File: config.mk
export PLATFORM = sky130hd
export DESIGN_NAME = uart_top
export DESIGN_NICKNAME = d
export VERILOG_FILES = /design/src/hdl/uart_pkg.sv /design/src/hdl/uart_fifo.sv /design/src/hdl/uart_regs.sv /design/src/hdl/uart_rx.sv /design/src/hdl/uart_top.sv /design/src/hdl/uart_tx.sv
export VERILOG_INCLUDE_DIRS = /design/src /design/src/hdl
export SDC_FILE = /design/constraint.sdc
export NUM_CORES = 1
export LEC_CHECK = 0
export BUFFER_PORTS_ARGS = -buffer_cell sky130_fd_sc_hd__buf_4
export CAP_MARGIN = 40
export CELL_PAD_IN_SITES_DETAIL_PLACEMENT = 1
export CELL_PAD_IN_SITES_GLOBAL_PLACEMENT = 2
export CORE_MARGIN = 8
export CORE_UTILIZATION = 38
export CTS_BUF_LIST = sky130_fd_sc_hd__clkbuf_16
export DETAILED_ROUTE_END_ITERATION = 7
export GPL_ROUTABILITY_DRIVEN = 0
export GPL_TIMING_DRIVEN = 1
export PLACE_DENSITY_LB_ADDON = 0.1
export SLEW_MARGIN = 30
export SYNTH_ARGS = -nofsm -noshare
export SYNTH_HDL_FRONTEND = slang
export SYNTH_HIERARCHICAL = 1
export SYNTH_SLANG_ARGS = --single-unit
File: constraint.sdc
create_clock -name clk_i -period 3.7 [get_ports clk_i]
set_clock_uncertainty 0.1 [all_clocks]
set_input_delay 1.11 -clock clk_i [delete_from_list [all_inputs] [get_ports clk_i]]
set_output_delay 1.11 -clock clk_i [all_outputs]
set_load 0.01 [all_outputs]
File: src/hdl/uart_defs.svh
// UART register map and sizes
`ifndef UART_DEFS_SVH
`define UART_DEFS_SVH

// Register offsets
`define UART_ADR_CTRL 4'h0
`define UART_ADR_STAT 4'h4
`define UART_ADR_RXD  4'h8
`define UART_ADR_TXD  4'hC

// Bytes per FIFO as a power of two
`define UART_FIFO_DEPTH 8

// Divisor loaded at reset
`define UART_BAUD_DIV_RST 16'd104

`endif

File: src/hdl/uart_pkg.sv
// UART shared types
package uart_pkg;

    // Control register fields as seen by the serial blocks
    typedef struct packed {
        logic [15:0] baud_div;  // Clock cycles per bit
        logic        rx_en;
        logic        tx_en;
    } uart_ctrl_t;

    // Same bit order as status register bits 3:0
    typedef struct packed {
        logic rx_empty;
        logic rx_full;
        logic tx_empty;
        logic tx_full;
    } uart_status_t;

    // Wishbone request from the master side
    typedef struct packed {
        logic        cyc;
        logic        stb;
        logic        we;
        logic [3:0]  sel;
        logic [3:0]  adr;
        logic [31:0] dat;
    } wb_req_t;

endpackage

File: src/hdl/uart_fifo.sv
// Synchronous byte FIFO
`timescale 1ns/1ps

`include "uart_defs.svh"

module uart_fifo #(
    parameter int DEPTH = `UART_FIFO_DEPTH
) (
    input  logic       clk_i,
    input  logic       rst_i,
    input  logic       push_i,
    input  logic [7:0] data_i,
    input  logic       pop_i,
    output logic [7:0] data_o,
    output logic       full_o,
    output logic       empty_o
);

    localparam int AW = $clog2(DEPTH);

    logic [7:0]  mem [DEPTH];
    logic [AW:0] wr_ptr;
    logic [AW:0] rd_ptr;
    logic        do_push;
    logic        do_pop;

    // Extra pointer bit tells full from empty
    assign empty_o = (wr_ptr == rd_ptr);
    assign full_o  = (wr_ptr[AW] != rd_ptr[AW]) &&
                     (wr_ptr[AW-1:0] == rd_ptr[AW-1:0]);

    assign do_push = push_i && !full_o;
    assign do_pop  = pop_i && !empty_o;

    assign data_o = mem[rd_ptr[AW-1:0]];  // Head of queue

    always_ff @(posedge clk_i) begin
        if (rst_i) begin
            wr_ptr <= '0;
            rd_ptr <= '0;
        end else begin
            if (do_push) begin
                wr_ptr <= wr_ptr + 1'b1;
            end
            if (do_pop) begin
                rd_ptr <= rd_ptr + 1'b1;
            end
        end
    end

    always_ff @(posedge clk_i) begin
        if (do_push) begin
            mem[wr_ptr[AW-1:0]] <= data_i;
        end
    end

endmodule

File: src/hdl/uart_regs.sv
// UART Wishbone register block
`timescale 1ns/1ps

`include "uart_defs.svh"

module uart_regs (
    input  logic                   clk_i,
    input  logic                   rst_i,
    input  uart_pkg::wb_req_t      wb_i,
    output logic                   wb_ack_o,
    output logic [31:0]            wb_dat_o,
    output uart_pkg::uart_ctrl_t   ctrl_o,
    input  uart_pkg::uart_status_t status_i,
    input  logic [7:0]             rx_data_i,
    output logic                   rx_re_o,
    output logic                   tx_we_o,
    output logic [7:0]             tx_data_o
);

    import uart_pkg::*;

    uart_ctrl_t  ctrl_q;
    logic        req;
    logic        ctrl_wr;
    logic        txd_wr;
    logic        rxd_rd;
    logic [31:0] rd_word;

    // New request only while ack is low
    assign req     = wb_i.cyc && wb_i.stb && !wb_ack_o;
    assign ctrl_wr = req && wb_i.we && (wb_i.adr == `UART_ADR_CTRL);
    assign txd_wr  = req && wb_i.we && (wb_i.adr == `UART_ADR_TXD);
    assign rxd_rd  = req && !wb_i.we && (wb_i.adr == `UART_ADR_RXD);

    assign ctrl_o = ctrl_q;

    always_comb begin
        case (wb_i.adr)
            `UART_ADR_CTRL: rd_word = {ctrl_q.baud_div, 14'd0, ctrl_q.rx_en, ctrl_q.tx_en};
            `UART_ADR_STAT: rd_word = {28'd0, status_i};
            `UART_ADR_RXD:  rd_word = {24'd0, rx_data_i};  // Head before the pop
            default:        rd_word = '0;
        endcase
    end

    always_ff @(posedge clk_i) begin
        if (rst_i) begin
            wb_ack_o        <= 1'b0;
            tx_we_o         <= 1'b0;
            rx_re_o         <= 1'b0;
            ctrl_q.baud_div <= `UART_BAUD_DIV_RST;
            ctrl_q.rx_en    <= 1'b0;
            ctrl_q.tx_en    <= 1'b0;
        end else begin
            wb_ack_o <= req;
            tx_we_o  <= txd_wr;  // Pulses line up with ack
            rx_re_o  <= rxd_rd;
            if (ctrl_wr && wb_i.sel[0]) begin
                ctrl_q.rx_en <= wb_i.dat[1];
                ctrl_q.tx_en <= wb_i.dat[0];
            end
            if (ctrl_wr && (&wb_i.sel[3:2])) begin
                ctrl_q.baud_div <= wb_i.dat[31:16];
            end
        end
    end

    always_ff @(posedge clk_i) begin
        if (req) begin
            wb_dat_o <= rd_word;
        end
        if (txd_wr) begin
            tx_data_o <= wb_i.dat[7:0];
        end
    end

endmodule

File: src/hdl/uart_rx.sv
// UART receiver
`timescale 1ns/1ps

`include "uart_defs.svh"

module uart_rx (
    input  logic                 clk_i,
    input  logic                 rst_i,
    input  uart_pkg::uart_ctrl_t ctrl_i,
    input  logic                 rx_i,
    input  logic                 re_i,
    output logic [7:0]           data_o,
    output logic                 full_o,
    output logic                 empty_o
);

    typedef enum logic [1:0] {
        RX_IDLE,
        RX_START,
        RX_DATA,
        RX_STOP
    } rx_state_e;

    rx_state_e   state;
    logic        rx_meta;
    logic        rx_sync;
    logic        rx_prev;
    logic [7:0]  shift_q;
    logic [2:0]  bit_cnt;
    logic [15:0] baud_cnt;
    logic [15:0] half_div;
    logic        mid_tick;
    logic        bit_end;
    logic        fifo_push;

    uart_fifo #(
        .DEPTH(`UART_FIFO_DEPTH)
    ) rx_fifo_i (
        .clk_i  (clk_i),
        .rst_i  (rst_i),
        .push_i (fifo_push),
        .data_i (shift_q),
        .pop_i  (re_i),
        .data_o (data_o),
        .full_o (full_o),
        .empty_o(empty_o)
    );

    assign half_div = ctrl_i.baud_div >> 1;
    assign mid_tick = (baud_cnt == half_div - 16'd1);
    assign bit_end  = (baud_cnt == ctrl_i.baud_div - 16'd1);

    // Only a good stop bit pushes and a full FIFO drops the byte
    assign fifo_push = (state == RX_STOP) && bit_end && rx_sync;

    always_ff @(posedge clk_i) begin
        if (rst_i) begin
            rx_meta <= 1'b1;
            rx_sync <= 1'b1;
            rx_prev <= 1'b1;
        end else begin
            rx_meta <= rx_i;
            rx_sync <= rx_meta;
            rx_prev <= rx_sync;
        end
    end

    always_ff @(posedge clk_i) begin
        if (rst_i || !ctrl_i.rx_en) begin
            state    <= RX_IDLE;
            bit_cnt  <= '0;
            baud_cnt <= '0;
        end else begin
            baud_cnt <= baud_cnt + 16'd1;
            case (state)
                RX_IDLE: begin
                    baud_cnt <= '0;
                    if (rx_prev && !rx_sync) begin
                        state <= RX_START;
                    end
                end
                RX_START: begin
                    if (mid_tick) begin
                        baud_cnt <= '0;
                        bit_cnt  <= '0;
                        // Line back high at mid-bit means a glitch
                        state    <= rx_sync ? RX_IDLE : RX_DATA;
                    end
                end
                RX_DATA: begin
                    if (bit_end) begin
                        baud_cnt <= '0;
                        bit_cnt  <= bit_cnt + 3'd1;
                        if (bit_cnt == 3'd7) begin
                            state <= RX_STOP;
                        end
                    end
                end
                default: begin
                    if (bit_end) begin
                        state <= RX_IDLE;
                    end
                end
            endcase
        end
    end

    // LSB arrives first
    always_ff @(posedge clk_i) begin
        if (state == RX_DATA && bit_end) begin
            shift_q <= {rx_sync, shift_q[7:1]};
        end
    end

endmodule

File: src/hdl/uart_top.sv
// UART peripheral top level
`timescale 1ns/1ps

module uart_top (
    input  logic        clk_i,
    input  logic        rst_i,
    input  logic [3:0]  wb_adr_i,
    input  logic [31:0] wb_dat_i,
    input  logic        wb_we_i,
    input  logic        wb_stb_i,
    input  logic [3:0]  wb_sel_i,
    input  logic        wb_cyc_i,
    output logic        wb_ack_o,
    output logic [31:0] wb_dat_o,
    input  logic        uart_rx_i,
    output logic        uart_tx_o
);

    import uart_pkg::*;

    wb_req_t      wb_req;
    uart_ctrl_t   ctrl;
    uart_status_t status;
    logic         tx_we;
    logic [7:0]   tx_data;
    logic         tx_full;
    logic         tx_empty;
    logic         rx_re;
    logic [7:0]   rx_data;
    logic         rx_full;
    logic         rx_empty;

    assign wb_req.cyc = wb_cyc_i;
    assign wb_req.stb = wb_stb_i;
    assign wb_req.we  = wb_we_i;
    assign wb_req.sel = wb_sel_i;
    assign wb_req.adr = wb_adr_i;
    assign wb_req.dat = wb_dat_i;

    assign status.rx_empty = rx_empty;
    assign status.rx_full  = rx_full;
    assign status.tx_empty = tx_empty;
    assign status.tx_full  = tx_full;

    uart_regs regs_i (
        .clk_i    (clk_i),
        .rst_i    (rst_i),
        .wb_i     (wb_req),
        .wb_ack_o (wb_ack_o),
        .wb_dat_o (wb_dat_o),
        .ctrl_o   (ctrl),
        .status_i (status),
        .rx_data_i(rx_data),
        .rx_re_o  (rx_re),
        .tx_we_o  (tx_we),
        .tx_data_o(tx_data)
    );

    uart_rx rx_i (
        .clk_i  (clk_i),
        .rst_i  (rst_i),
        .ctrl_i (ctrl),
        .rx_i   (uart_rx_i),
        .re_i   (rx_re),
        .data_o (rx_data),
        .full_o (rx_full),
        .empty_o(rx_empty)
    );

    uart_tx tx_i (
        .clk_i  (clk_i),
        .rst_i  (rst_i),
        .ctrl_i (ctrl),
        .we_i   (tx_we),
        .data_i (tx_data),
        .full_o (tx_full),
        .empty_o(tx_empty),
        .tx_o   (uart_tx_o)
    );

endmodule

File: src/hdl/uart_tx.sv
// UART transmitter
`timescale 1ns/1ps

`include "uart_defs.svh"

module uart_tx (
    input  logic                clk_i,
    input  logic                rst_i,
    input  uart_pkg::uart_ctrl_t ctrl_i,
    input  logic                we_i,
    input  logic [7:0]          data_i,
    output logic                full_o,
    output logic                empty_o,
    output logic                tx_o
);

    logic [7:0]  fifo_data;
    logic        fifo_pop;
    logic        busy;
    logic [9:0]  shift_q;   // Stop, data, start
    logic [3:0]  bit_cnt;
    logic [15:0] baud_cnt;
    logic        bit_end;

    uart_fifo #(
        .DEPTH(`UART_FIFO_DEPTH)
    ) tx_fifo_i (
        .clk_i  (clk_i),
        .rst_i  (rst_i),
        .push_i (we_i),
        .data_i (data_i),
        .pop_i  (fifo_pop),
        .data_o (fifo_data),
        .full_o (full_o),
        .empty_o(empty_o)
    );

    // Only start a new frame from idle
    assign fifo_pop = !busy && ctrl_i.tx_en && !empty_o;
    assign bit_end  = (baud_cnt == ctrl_i.baud_div - 16'd1);

    assign tx_o = shift_q[0];  // Driven by a flop and high when idle

    always_ff @(posedge clk_i) begin
        if (rst_i) begin
            busy     <= 1'b0;
            shift_q  <= '1;
            bit_cnt  <= '0;
            baud_cnt <= '0;
        end else if (!busy) begin
            if (fifo_pop) begin
                busy     <= 1'b1;
                shift_q  <= {1'b1, fifo_data, 1'b0};
                bit_cnt  <= '0;
                baud_cnt <= '0;
            end
        end else if (bit_end) begin
            baud_cnt <= '0;
            shift_q  <= {1'b1, shift_q[9:1]};  // Fill with idle level
            if (bit_cnt == 4'd9) begin
                busy <= 1'b0;
            end else begin
                bit_cnt <= bit_cnt + 4'd1;
            end
        end else begin
            baud_cnt <= baud_cnt + 16'd1;
        end
    end

endmodule

==> impl_metrics.csv, run 1 <==
group,metric,value,unit
clock_network,cts_hold_buf,0,
global_routing,grt_overflow,0,
floorplanning,core,34370,sq um
finish,fin_util,44.91,%
clock_network,cts-htree-levels,1,
synth,yosysSeqAreaShare,52.85,%
power_and_ir_drop,vdd_drop_max,0.3631,mV
drt,avgRoutedWirePerCell,19.68,um
synth,synth_area,13220,sq um
placement,place_area,14390,sq um
power_and_ir_drop,p_int,5003,uW
synth,syn_area_per_cell,12.21,sq um
setup_path,slowest_stage,"or4_4",
setup_path,worstSetupPathType,"flip-flop to flip-flop",
floorplanning,core.rowCount,68,
power_and_ir_drop,p_sw,1322,uW
timing,fin_crit,3505,ps
synth,synth_enable_flop_cells,168,
floorplanning,ios,80,
setup_path,cp_cell_sequence,"inv_1, ha_1, buf_4, xnor2_1, xor2_1, a31oi_1, or4_4, nor4_2, and3_1, inv_1, or3_4, nor3b_4, buf_4",
setup_path,crit_buf_inv,4,
clock_network,cts_resized,0,
clock_network,cts.clk_slew.worst_paths,60,ps
run,max-cap-violations,0,
clock_network,clockRootBuffer,"clkbuf_16",
synth,postSynth.asyncResetShare,0,%
setup_path,end_kind,"flip-flop",
floorplanning,die_w,202.5,um
global_routing,antenna_found_initial,0,
setup_path,worstPathMaxFanout,8,
finish,drive_gt1_share,24.77,%
timing,slew_headroom,50.60,%
placement,io_buffers,62,
global_routing,grt_pass1_wl,51420,um
timing,drv_slew,0,
finish,final_nets,1234,
power_and_ir_drop,p_seq_share,49.7,%
finish,final_cell_mix,"edfxtp_1, buf_4, dfxtp_1, nor2_1",
outcome,status,"finished, final reports clean",
finish,fillers,3606,
synth,syn_inst,1083,
timing,fmax,285.3,MHz
drt,drt_iter0_markers,430,
timing,period_share,94.72,%
global_routing,grt_max_degree,51,
setup_path,crit_family,"simple AND/OR/NAND/NOR gates",
drt,drt-total-wl,32570,um
synth,yosys_warnings,6,
drt,final_antenna_net_count,0,
floorplanning,die-area,41010,sq um
timing,whs,309.8,ps
drt,drc,0,
timing,rsz0062_at_grt,"no",
synth,yosysUniqueCellTypes,87,
setup_path,startpoint,"regs_i/ctrl_o[3]",
hold_path,hp-class,"flip-flop to flip-flop",
placement,placed_cells,1594,
finish,layout_commonest_cell,"edfxtp_1",
setup_path,start_kind,"flip-flop",
setup_path,max_stage_delay,450,ps
hold_path,hp-start,"rx_i/rx_meta",
finish,area_growth,16.78,%
clock_network,cts_tree,"done",
power_and_ir_drop,clock_power_share,47.4,%
drt,num_vias,8658,
setup_path,arrival,3680,ps
synth,ys_seq_elements,265,
timing,setup_violations,0,
setup_path,cp.required,3870,ps
clock_network,cts_buffers,30,
timing,tns,0,ps
setup_path,r2r_start,"regs_i/ctrl_o[3]",
clock_network,clk_latency,560,ps
finish,final_cells,1655,
power_and_ir_drop,power.leakage,0.005379,uW
placement,hpwl,23010,um
clock_network,cts_setup_buffers,0,
clock_network,clock-sinks,265,
power_and_ir_drop,switching_share,20.90,%
global_routing,grt_usage,15.58,%
synth,ys.flop_type,"edfxtp_1",
global_routing,grt_pass1_vias,9053,
power_and_ir_drop,comb_power_share,2.9,%
clock_network,cts.path.max_buffers,3,
timing,worst_slew_pin_slew,730.7,ps
drt,viasPerCell,5.231,
drt,dr.pass1.iters,4,
power_and_ir_drop,power_per_cell_area,409.7,nW/um^2
floorplanning,die_h,202.5,um
floorplanning,start_util,38.46,%
finish,final_cell_area,15440,sq um
timing,finalHoldViolCount,0,
==> flip-flops by register name (all words and copies together), names as in the netlist, 2 cells and up, named ones only <==
signal and cells:
tx_i/baud_cnt 16, rx_i/bit_cnt 3, tx_i/bit_cnt 4, rx_i/state 2, rx_i/rx_fifo_i/rd_ptr 4, rx_i/baud_cnt 16
rx_i/rx_fifo_i/wr_ptr 4, tx_i/shift_q 9, rx_i/shift_q 8, regs_i/ctrl_o 18, regs_i/tx_data_o 8, tx_i/tx_fifo_i/wr_ptr 4
tx_i/tx_fifo_i/rd_ptr 4, rx_i/rx_fifo_i/mem 64, tx_i/tx_fifo_i/mem 64, regs_i/wb_dat_o 24
==> final timing paths <==
kind / end / slack, ps / depth (start not counted)
min reg2reg: rx_i/rx_sync / 310 / 1
min: rx_i/rx_sync / 310 / 1
max: rx_i/rx_fifo_i/mem[4][6] / 200 / 13
max reg2reg: rx_i/rx_fifo_i/mem[4][6] / 200 / 13
==> routing by layer <==
metal | track usage, % | wire length (um) | share of wire, %
met2 | 25.64 | 15230 | 47
met5 | 0 | 0 | 0
met3 | 2.184 | 1009 | 3.1
met4 | 3.807 | 751 | 2.3
met1 | 21.45 | 15580 | 48
==> layout make-up <==
class                           instances  area (sq um)  area share [%]
Multi-Input combinational cell        729          5802           37.58
Timing Repair Buffer                  130         999.7           6.475
Tap cell                              455         569.3           3.687
Sequential cell                       265          6989           45.27
Clock buffer                           31         775.7           5.025
Inverter                               19         71.32          0.4619
Antenna cell                            1         2.502         0.01621
Clock inverter                         25         229.0           1.483
==> synth_stat cells, types with 7 or more instances <==
library cell    n  area share, %
xnor2_1        50            3.3
buf_1           7           0.20
clkbuf_1       30           0.85
mux2i_1        39            3.0
nor3b_1        16           0.91
xor2_1         41            2.7
dfxtp_1        97             15
nor3_2          7           0.53
nor4_1         14           0.66
nand2_1        48            1.4
buf_2          16           0.61
a211oi_1       11           0.62
nand2b_1       50            2.4
nor2b_1        22            1.0
nor2_1         69            2.0
mux4_2         32            5.5
and3_1         14           0.66
nand4_1        13           0.62
o21ai_0         8           0.30
nand3b_1       10           0.57
inv_1          19           0.54
and2_1         16           0.76
nand3_1        21           0.79
or2_2          10           0.47
nor4b_1         9           0.60
nor3_1         42            1.6
mux2_2         30            2.6
buf_4          14           0.79
or3_1          10           0.47
ha_1           13            1.2
edfxtp_1      168             38
buf_6           7           0.60
==> power groups by stage <==
stage | clock network, uW | logic (uW) | registers (uW)
after floorplan | 0 | 107 | 3200
after global placement | 0 | 185 | 3210
after detailed placement | 0 | 189 | 3210
after CTS | 3090 | 189 | 3140
after global routing | 3170 | 204 | 3140
final | 3000 | 184 | 3140
==> cells by family (layout without fill, tap and decap cells) <==
| group | Yosys count | in the layout | share of synthesized area, % |
|---|---|---|---|
| muxes | 106 | 106 | 11.39 |
| xor gates and xnor gates | 91 | 91 | 6.029 |
| and+or+nand+nor | 413 | 413 | 18.44 |
| buffers and inverters | 96 | 205 | 4.004 |
| other | 1 | 9 | 0.02837 |
| DFF | 265 | 265 | 52.85 |
| adders and majority gates | 13 | 13 | 1.230 |
| AOI/OAI and AO/OA | 98 | 98 | 6.038 |
==> stage by stage <==
stage | total power, uW | setup slack, ps
floorplan | 3311 | -23.56
global placement | 3392 | 159.7
detailed placement | 3396 | 149.7
CTS | 6422 | 132.8
global route | 6523 | 2.020
finish | 6325 | 195.2
No activity file was read; power rests on OpenSTA's default activity.
==> inputs of run 2 (changes only) <==
--- a/config.mk
+++ b/config.mk
@@ -6,12 +6,13 @@
 export SDC_FILE = /design/constraint.sdc
 export NUM_CORES = 1
 export LEC_CHECK = 0
+export ABC_AREA = 1
 export BUFFER_PORTS_ARGS = -buffer_cell sky130_fd_sc_hd__buf_4
 export CAP_MARGIN = 40
 export CELL_PAD_IN_SITES_DETAIL_PLACEMENT = 1
 export CELL_PAD_IN_SITES_GLOBAL_PLACEMENT = 2
 export CORE_MARGIN = 8
-export CORE_UTILIZATION = 38
+export CORE_UTILIZATION = 34
 export CTS_BUF_LIST = sky130_fd_sc_hd__clkbuf_16
 export DETAILED_ROUTE_END_ITERATION = 7
 export GPL_ROUTABILITY_DRIVEN = 0
==> impl_metrics.csv, run 2 <==
group,metric,value,unit
timing,fmax,318.2,MHz
clock_network,cts_resized,0,
timing,drv_slew,0,
setup_path,rrSetupSlack,560,ps
clock_network,cts_setup_buffers,0,
drt,dr.pass1.iters,4,
synth,yosys_warnings,6,
setup_path,worstPathMaxFanout,9,
global_routing,grt_usage,16.56,%
placement,hpwl,28350,um
timing,whs,306.7,ps
finish,final_cell_area,15920,sq um
synth,yosysUniqueCellTypes,42,
timing,finalHoldViolCount,0,
floorplanning,core.rowCount,73,
finish,fin_util,40.06,%
setup_path,reg2reg_to,"rx_i/rx_fifo_i/mem[1][2]",
finish,diodes,0,
power_and_ir_drop,vdd_drop_max,0.3886,mV
floorplanning,ios,80,
power_and_ir_drop,power_per_cell_area,411.4,nW/um^2
synth,syn_area_per_cell,8.323,sq um
drt,avgRoutedWirePerCell,17.10,um
setup_path,r2r_start,"regs_i/ctrl_o[2]",
setup_path,start_kind,"flip-flop",
global_routing,grt_overflow,0,
finish,drive_gt1_share,14.60,%
synth,ys.flop_type,"edfxtp_1",
global_routing,grt_pass1_vias,11385,
global_routing,antenna_found_initial,0,
global_routing,grt_max_degree,34,
run,max-cap-violations,0,
clock_network,clk_latency,540,ps
synth,synth_top_area_share,36.92,%
placement,io_buffers,62,
clock_network,clockRootBuffer,"clkbuf_16",
finish,final_nets,1787,
synth,synth_area,13670,sq um
synth,synthTopCellsByArea,"edfxtp_1, dfxtp_1, nand2_1",
finish,final_cells,2279,
timing,worst_slew_pin_slew,669.9,ps
clock_network,cts-htree-levels,2,
synth,yosysSeqAreaShare,51.13,%
synth,synth_top_cells_by_count,"nand2_1, nor2_1, inv_1",
floorplanning,core,39730,sq um
drt,drt-total-wl,38980,um
clock_network,cts_buffers,34,
synth,synth_area_leader_cell,"edfxtp_1",
floorplanning,die-area,46860,sq um
timing,fin_crit,3142,ps
clock_network,cts_tree,"done",
placement,place_area,14780,sq um
floorplanning,start_util,34.39,%
setup_path,arrival,3290,ps
synth,syn_inst,1642,
hold_path,hp-class,"flip-flop to flip-flop",
placement,placed_cells,2216,
floorplanning,die_h,216.5,um
drt,drt_iter0_markers,466,
setup_path,worstSetupPathType,"flip-flop to flip-flop",
finish,final_cell_mix,"nand2_1, nor2_1, inv_1, edfxtp_1, nand3_1",
synth,ys_seq_elements,265,
synth,synth_enable_flop_cells,168,
power_and_ir_drop,p_seq_share,47.8,%
finish,layout_commonest_cell,"nand2_1",
synth,postSynth.asyncResetShare,0,%
timing,setup_violations,0,
hold_path,hold_path_depth,1,
outcome,status,"finished, final reports clean",
drt,viasPerCell,4.786,
setup_path,ff2ff_path_depth,16,
power_and_ir_drop,clock_power_share,50.1,%
setup_path,end_kind,"flip-flop",
timing,period_share,84.93,%
power_and_ir_drop,switching_share,21.69,%
setup_path,cp.required,3850,ps
clock_network,clock-sinks,265,
clock_network,cts.path.max_buffers,3,
finish,fillers,4712,
setup_path,cp-endpoint,"rx_i/rx_fifo_i/mem[1][2]",
clock_network,cts_hold_buf,0,
drt,drc,0,
finish,area_growth,16.46,%
power_and_ir_drop,power.leakage,0.006654,uW
setup_path,startpoint,"regs_i/ctrl_o[2]",
drt,final_antenna_net_count,0,
timing,tns,0,ps
floorplanning,die_w,216.5,um
power_and_ir_drop,p_int,5128,uW
synth,synth_most_common_cell,"nand2_1",
power_and_ir_drop,p_sw,1420,uW
global_routing,grt_pass1_wl,62270,um
timing,rsz0062_at_grt,"no",
timing,slew_headroom,55.29,%
power_and_ir_drop,comb_power_share,2.1,%
clock_network,cts.clk_slew.worst_paths,60,ps
drt,num_vias,10907,
==> run 2: cell types whose count changed after synthesis, moves of 17 or more <==
cell / previous run / this run
a21oi_1: 6 / 54
inv_1: 19 / 169
inv_2: 0 / 17
mux2_2: 30 / 0
mux2i_1: 39 / 0
mux4_2: 32 / 0
nand2_1: 48 / 372
nand2b_1: 50 / 0
nand3_1: 21 / 119
nor2_1: 69 / 252
nor2b_1: 22 / 0
nor3_1: 42 / 12
o21ai_0: 8 / 103
xnor2_1: 50 / 26
==> run 2: kinds of logic after synthesis <==
family          Yosys count  synth area share, %
simple gates            873                29.20
flops                   265                51.13
buf+inv                 254                7.902
compound gates          171                6.391
xor+xnor                 65                4.166
fa+ha+maj                13                1.190
other cells               1              0.02744
==> run 2: layout make-up <==
| type | instances | area, sq um | area share (%) |
|---|---|---|---|
| Clock inverter | 27 | 240.2 | 1.509 |
| Inverter | 190 | 713.2 | 4.481 |
| Sequential cell | 265 | 6987 | 43.90 |
| Tap cell | 525 | 656.9 | 4.127 |
| Timing Repair Buffer | 107 | 814.5 | 5.118 |
| Clock buffer | 35 | 875.8 | 5.503 |
| Multi-Input combinational cell | 1130 | 5628 | 35.36 |
==> run 2: per-stage QoR <==
step	power (uW)	worst slack, ps
after detailed placement	3330	566.9
after CTS	6667	562.2
after floorplan	3259	654.3
after global placement	3328	567.0
after global routing	6771	212.0
final	6548	557.6
==> run 2: worst min-delay path by stage <==
stage | start | to | slack, ps
2_1_floorplan | rx_i/rx_meta | rx_i/rx_sync | 290
3_3_place_gp | rx_i/rx_meta | rx_i/rx_sync | 290
3_5_place_dp | rx_i/rx_meta | rx_i/rx_sync | 300
4_1_cts | rx_i/rx_meta | rx_i/rx_sync | 310
5_1_grt | rx_i/rx_meta | rx_i/rx_sync | 330
6_report | rx_i/rx_meta | rx_i/rx_sync | 310
==> run 2: power by group through the flow <==
stage / Sequential [uW] / Combinational (uW) / Clock, uW
after global routing: 3130 / 150 / 3490
final: 3130 / 135 / 3280
after global placement: 3190 / 134 / 0
after floorplan: 3200 / 61.8 / 0
after CTS: 3130 / 137 / 3400
after detailed placement: 3190 / 136 / 0
==> run 2: routing by layer <==
metal / vias up / GRT usage, % / part of all wire, %
met3: 54 / 2.939 / 4.3
li1: 5490 / - / -
met2: 143 / 27.64 / 47
met1: 5220 / 21.40 / 46
met5: - / 0 / 0
met4: 0 / 5.658 / 2.3
==> run 2: critical path, cell delays in order, from the launching register on <==
cell	delay, ps
dfxtp_1	310
inv_1	240
ha_1	320
nand2_2	130
nor2_2	160
nand2_1	80
nand2_1	70
nand2_1	50
nor2_1	90
nand2_1	100
nor2_2	150
nand3_2	120
nor3_1	170
buf_4	220
nand3_1	170
nor2_1	170
buf_4	200
==> inputs of run 3 (changes only) <==
==> constraint.sdc (replaced) <==
create_clock -name clk_i -period 2.8 [get_ports clk_i]
set_clock_uncertainty 0.1 [all_clocks]
set_input_delay 0.84 -clock clk_i [delete_from_list [all_inputs] [get_ports clk_i]]
set_output_delay 0.84 -clock clk_i [all_outputs]
set_load 0.01 [all_outputs]
==> impl_metrics.csv, run 3 (same netlist as run 2, synthesis figures left out) <==
group,metric,value,unit
setup_path,reg2reg_to,"rx_i/rx_fifo_i/mem[2][0]",
setup_path,slowest_stage,"dfxtp_2",
finish,layout_commonest_cell,"nand2_1",
setup_path,arrival,2820,ps
timing,drv_slew,0,
clock_network,clockRootBuffer,"clkbuf_16",
global_routing,grt_usage,17.10,%
clock_network,cts_buffers,31,
power_and_ir_drop,vdd_drop_max,0.5006,mV
clock_network,clock-sinks,265,
drt,viasPerCell,4.754,
timing,worst_slew_pin_slew,679.8,ps
clock_network,cts.clk_slew.worst_paths,60,ps
global_routing,grt_overflow,0,
clock_network,clk_latency,590,ps
power_and_ir_drop,power_per_cell_area,524.3,nW/um^2
finish,area_growth,20.68,%
setup_path,critPathMostFrequentCell,"nor2_4",
run,max-cap-violations,0,
timing,finalHoldViolCount,0,
timing,fmax,376.8,MHz
finish,multi_input_area,5796,sq um
drt,drt-total-wl,40470,um
finish,drive_gt1_share,18.19,%
setup_path,worstPathMaxFanout,8,
placement,hpwl,29530,um
setup_path,cp-endpoint,"rx_i/rx_fifo_i/mem[2][0]",
drt,avgRoutedWirePerCell,17.42,um
floorplanning,start_util,34.39,%
hold_path,hp-class,"flip-flop to flip-flop",
timing,period_share,94.78,%
timing,fin_crit,2654,ps
floorplanning,die-area,46860,sq um
finish,final_nets,1832,
finish,final_cell_mix,"nand2_1, nor2_1, inv_1, edfxtp_1, buf_4",
setup_path,startpoint,"regs_i/ctrl_o[3]",
outcome,status,"finished, final reports clean",
finish,fin_util,41.51,%
setup_path,end_kind,"flip-flop",
clock_network,cts_tree,"done",
clock_network,cts.path.max_buffers,3,
timing,tns,0,ps
floorplanning,core,39730,sq um
setup_path,ff2ff_path_depth,17,
global_routing,grt_pass1_vias,11641,
timing,slew_headroom,54.62,%
timing,rsz0062_at_grt,"yes",
timing,setup_violations,0,
floorplanning,die_h,216.5,um
global_routing,grt_pass1_wl,64290,um
finish,fillers,4755,
finish,seq_area,6992,sq um
finish,diodes,0,
setup_path,max_stage_delay,330,ps
clock_network,cts-htree-levels,1,
drt,drc,0,
setup_path,worstSetupPathType,"flip-flop to flip-flop",
drt,final_antenna_net_count,0,
placement,io_buffers,62,
power_and_ir_drop,power.leakage,0.006911,uW
global_routing,grt_max_degree,33,
setup_path,r2r_start,"regs_i/ctrl_o[3]",
setup_path,start_kind,"flip-flop",
floorplanning,core.rowCount,73,
drt,dr.pass1.iters,4,
global_routing,antenna_found_initial,0,
drt,num_vias,11044,
setup_path,cp_cell_sequence,"inv_4, ha_4, inv_2, nor2_4, nand2_4, nor2_4, nand2_1, nand2_1, nand2_1, nor2_1, nand2_2, nor2_4, nand3_4, nor3_4, buf_6, nand3_4, nor2_4",
floorplanning,ios,80,
drt,drt_iter0_markers,447,
setup_path,cp.required,2960,ps
setup_path,rrSetupSlack,150,ps
floorplanning,die_w,216.5,um
==> run 3: timing repair <==
item	CTS	global route
cloned	0	0
resized for setup	27	6
setup endpoints to repair	65	83
hold buffers	0	0
pin swaps	13	7
buffers inserted	6	1
endpoints found under the hold margin	0	0
==> run 3: worst min path at each step <==
stage                 startpoint             endpoint  slack, ps  depth (start not counted)
floorplan           rx_i/rx_meta         rx_i/rx_sync        290                          1
global placement    rx_i/rx_meta         rx_i/rx_sync        290                          1
detailed placement  rx_i/rx_meta         rx_i/rx_sync        300                          1
CTS                  wb_dat_i[4]  regs_i/tx_data_o[4]        310                          1
global route         wb_dat_i[4]  regs_i/tx_data_o[4]        310                          1
finish              rx_i/rx_meta         rx_i/rx_sync        320                          1
==> run 3: worst max-delay path, delay by kind of cell, from the launching register on <==
kind                       cells  cell delay [ps]
adders and majority gates      1              160
DFF                            1              330
and+or+nand+nor               13             1450
buffers and inverters          3              270
==> run 3: routing by layer <==
metal | vias up | wire (um) | global-route usage (%) | part of all wire [%]
li1 | 5568 | - | - | -
met1 | 5332 | 19230 | 22.39 | 48
met2 | 103 | 19520 | 29.80 | 48
met3 | 41 | 1094 | 2.201 | 2.7
met4 | 0 | 625 | 3.742 | 1.5
met5 | - | 0 | 0 | 0
==> run 3: metrics by stage <==
step / total power [uW] / worst slack, ps / instances / instance area [sq um] / hold slack [ps]
global placement: 4404 / -312.3 / 2257 / 15170 / 292.8
detailed placement: 4407 / -297.4 / 2257 / 15170 / 302.1
global route: 8940 / -50.42 / 2323 / 16490 / 311.0
floorplan: 4307 / 9.809 / 1649 / 13750 / 289.5
finish: 8647 / 146.3 / 2323 / 16490 / 315.9
CTS: 8786 / -3.969 / 2321 / 16450 / 305.4
==> run 3: layout make-up <==
cell class,count,share of cell area (%)
clock buffers,31,4.704
clock inverters,27,1.935
inverters,190,4.340
multi-input cells,1130,35.14
flip-flops and latches,265,42.39
well taps,525,3.983
repair buffers,155,7.503
==> run 3: power by group <==
part	leakage [uW]	switching, uW	total [uW]	internal (uW)
Combinational	0.00405	111	184	73.4
Sequential	0.00231	7.00	4140	4130
Clock	0.000551	1670	4330	2660
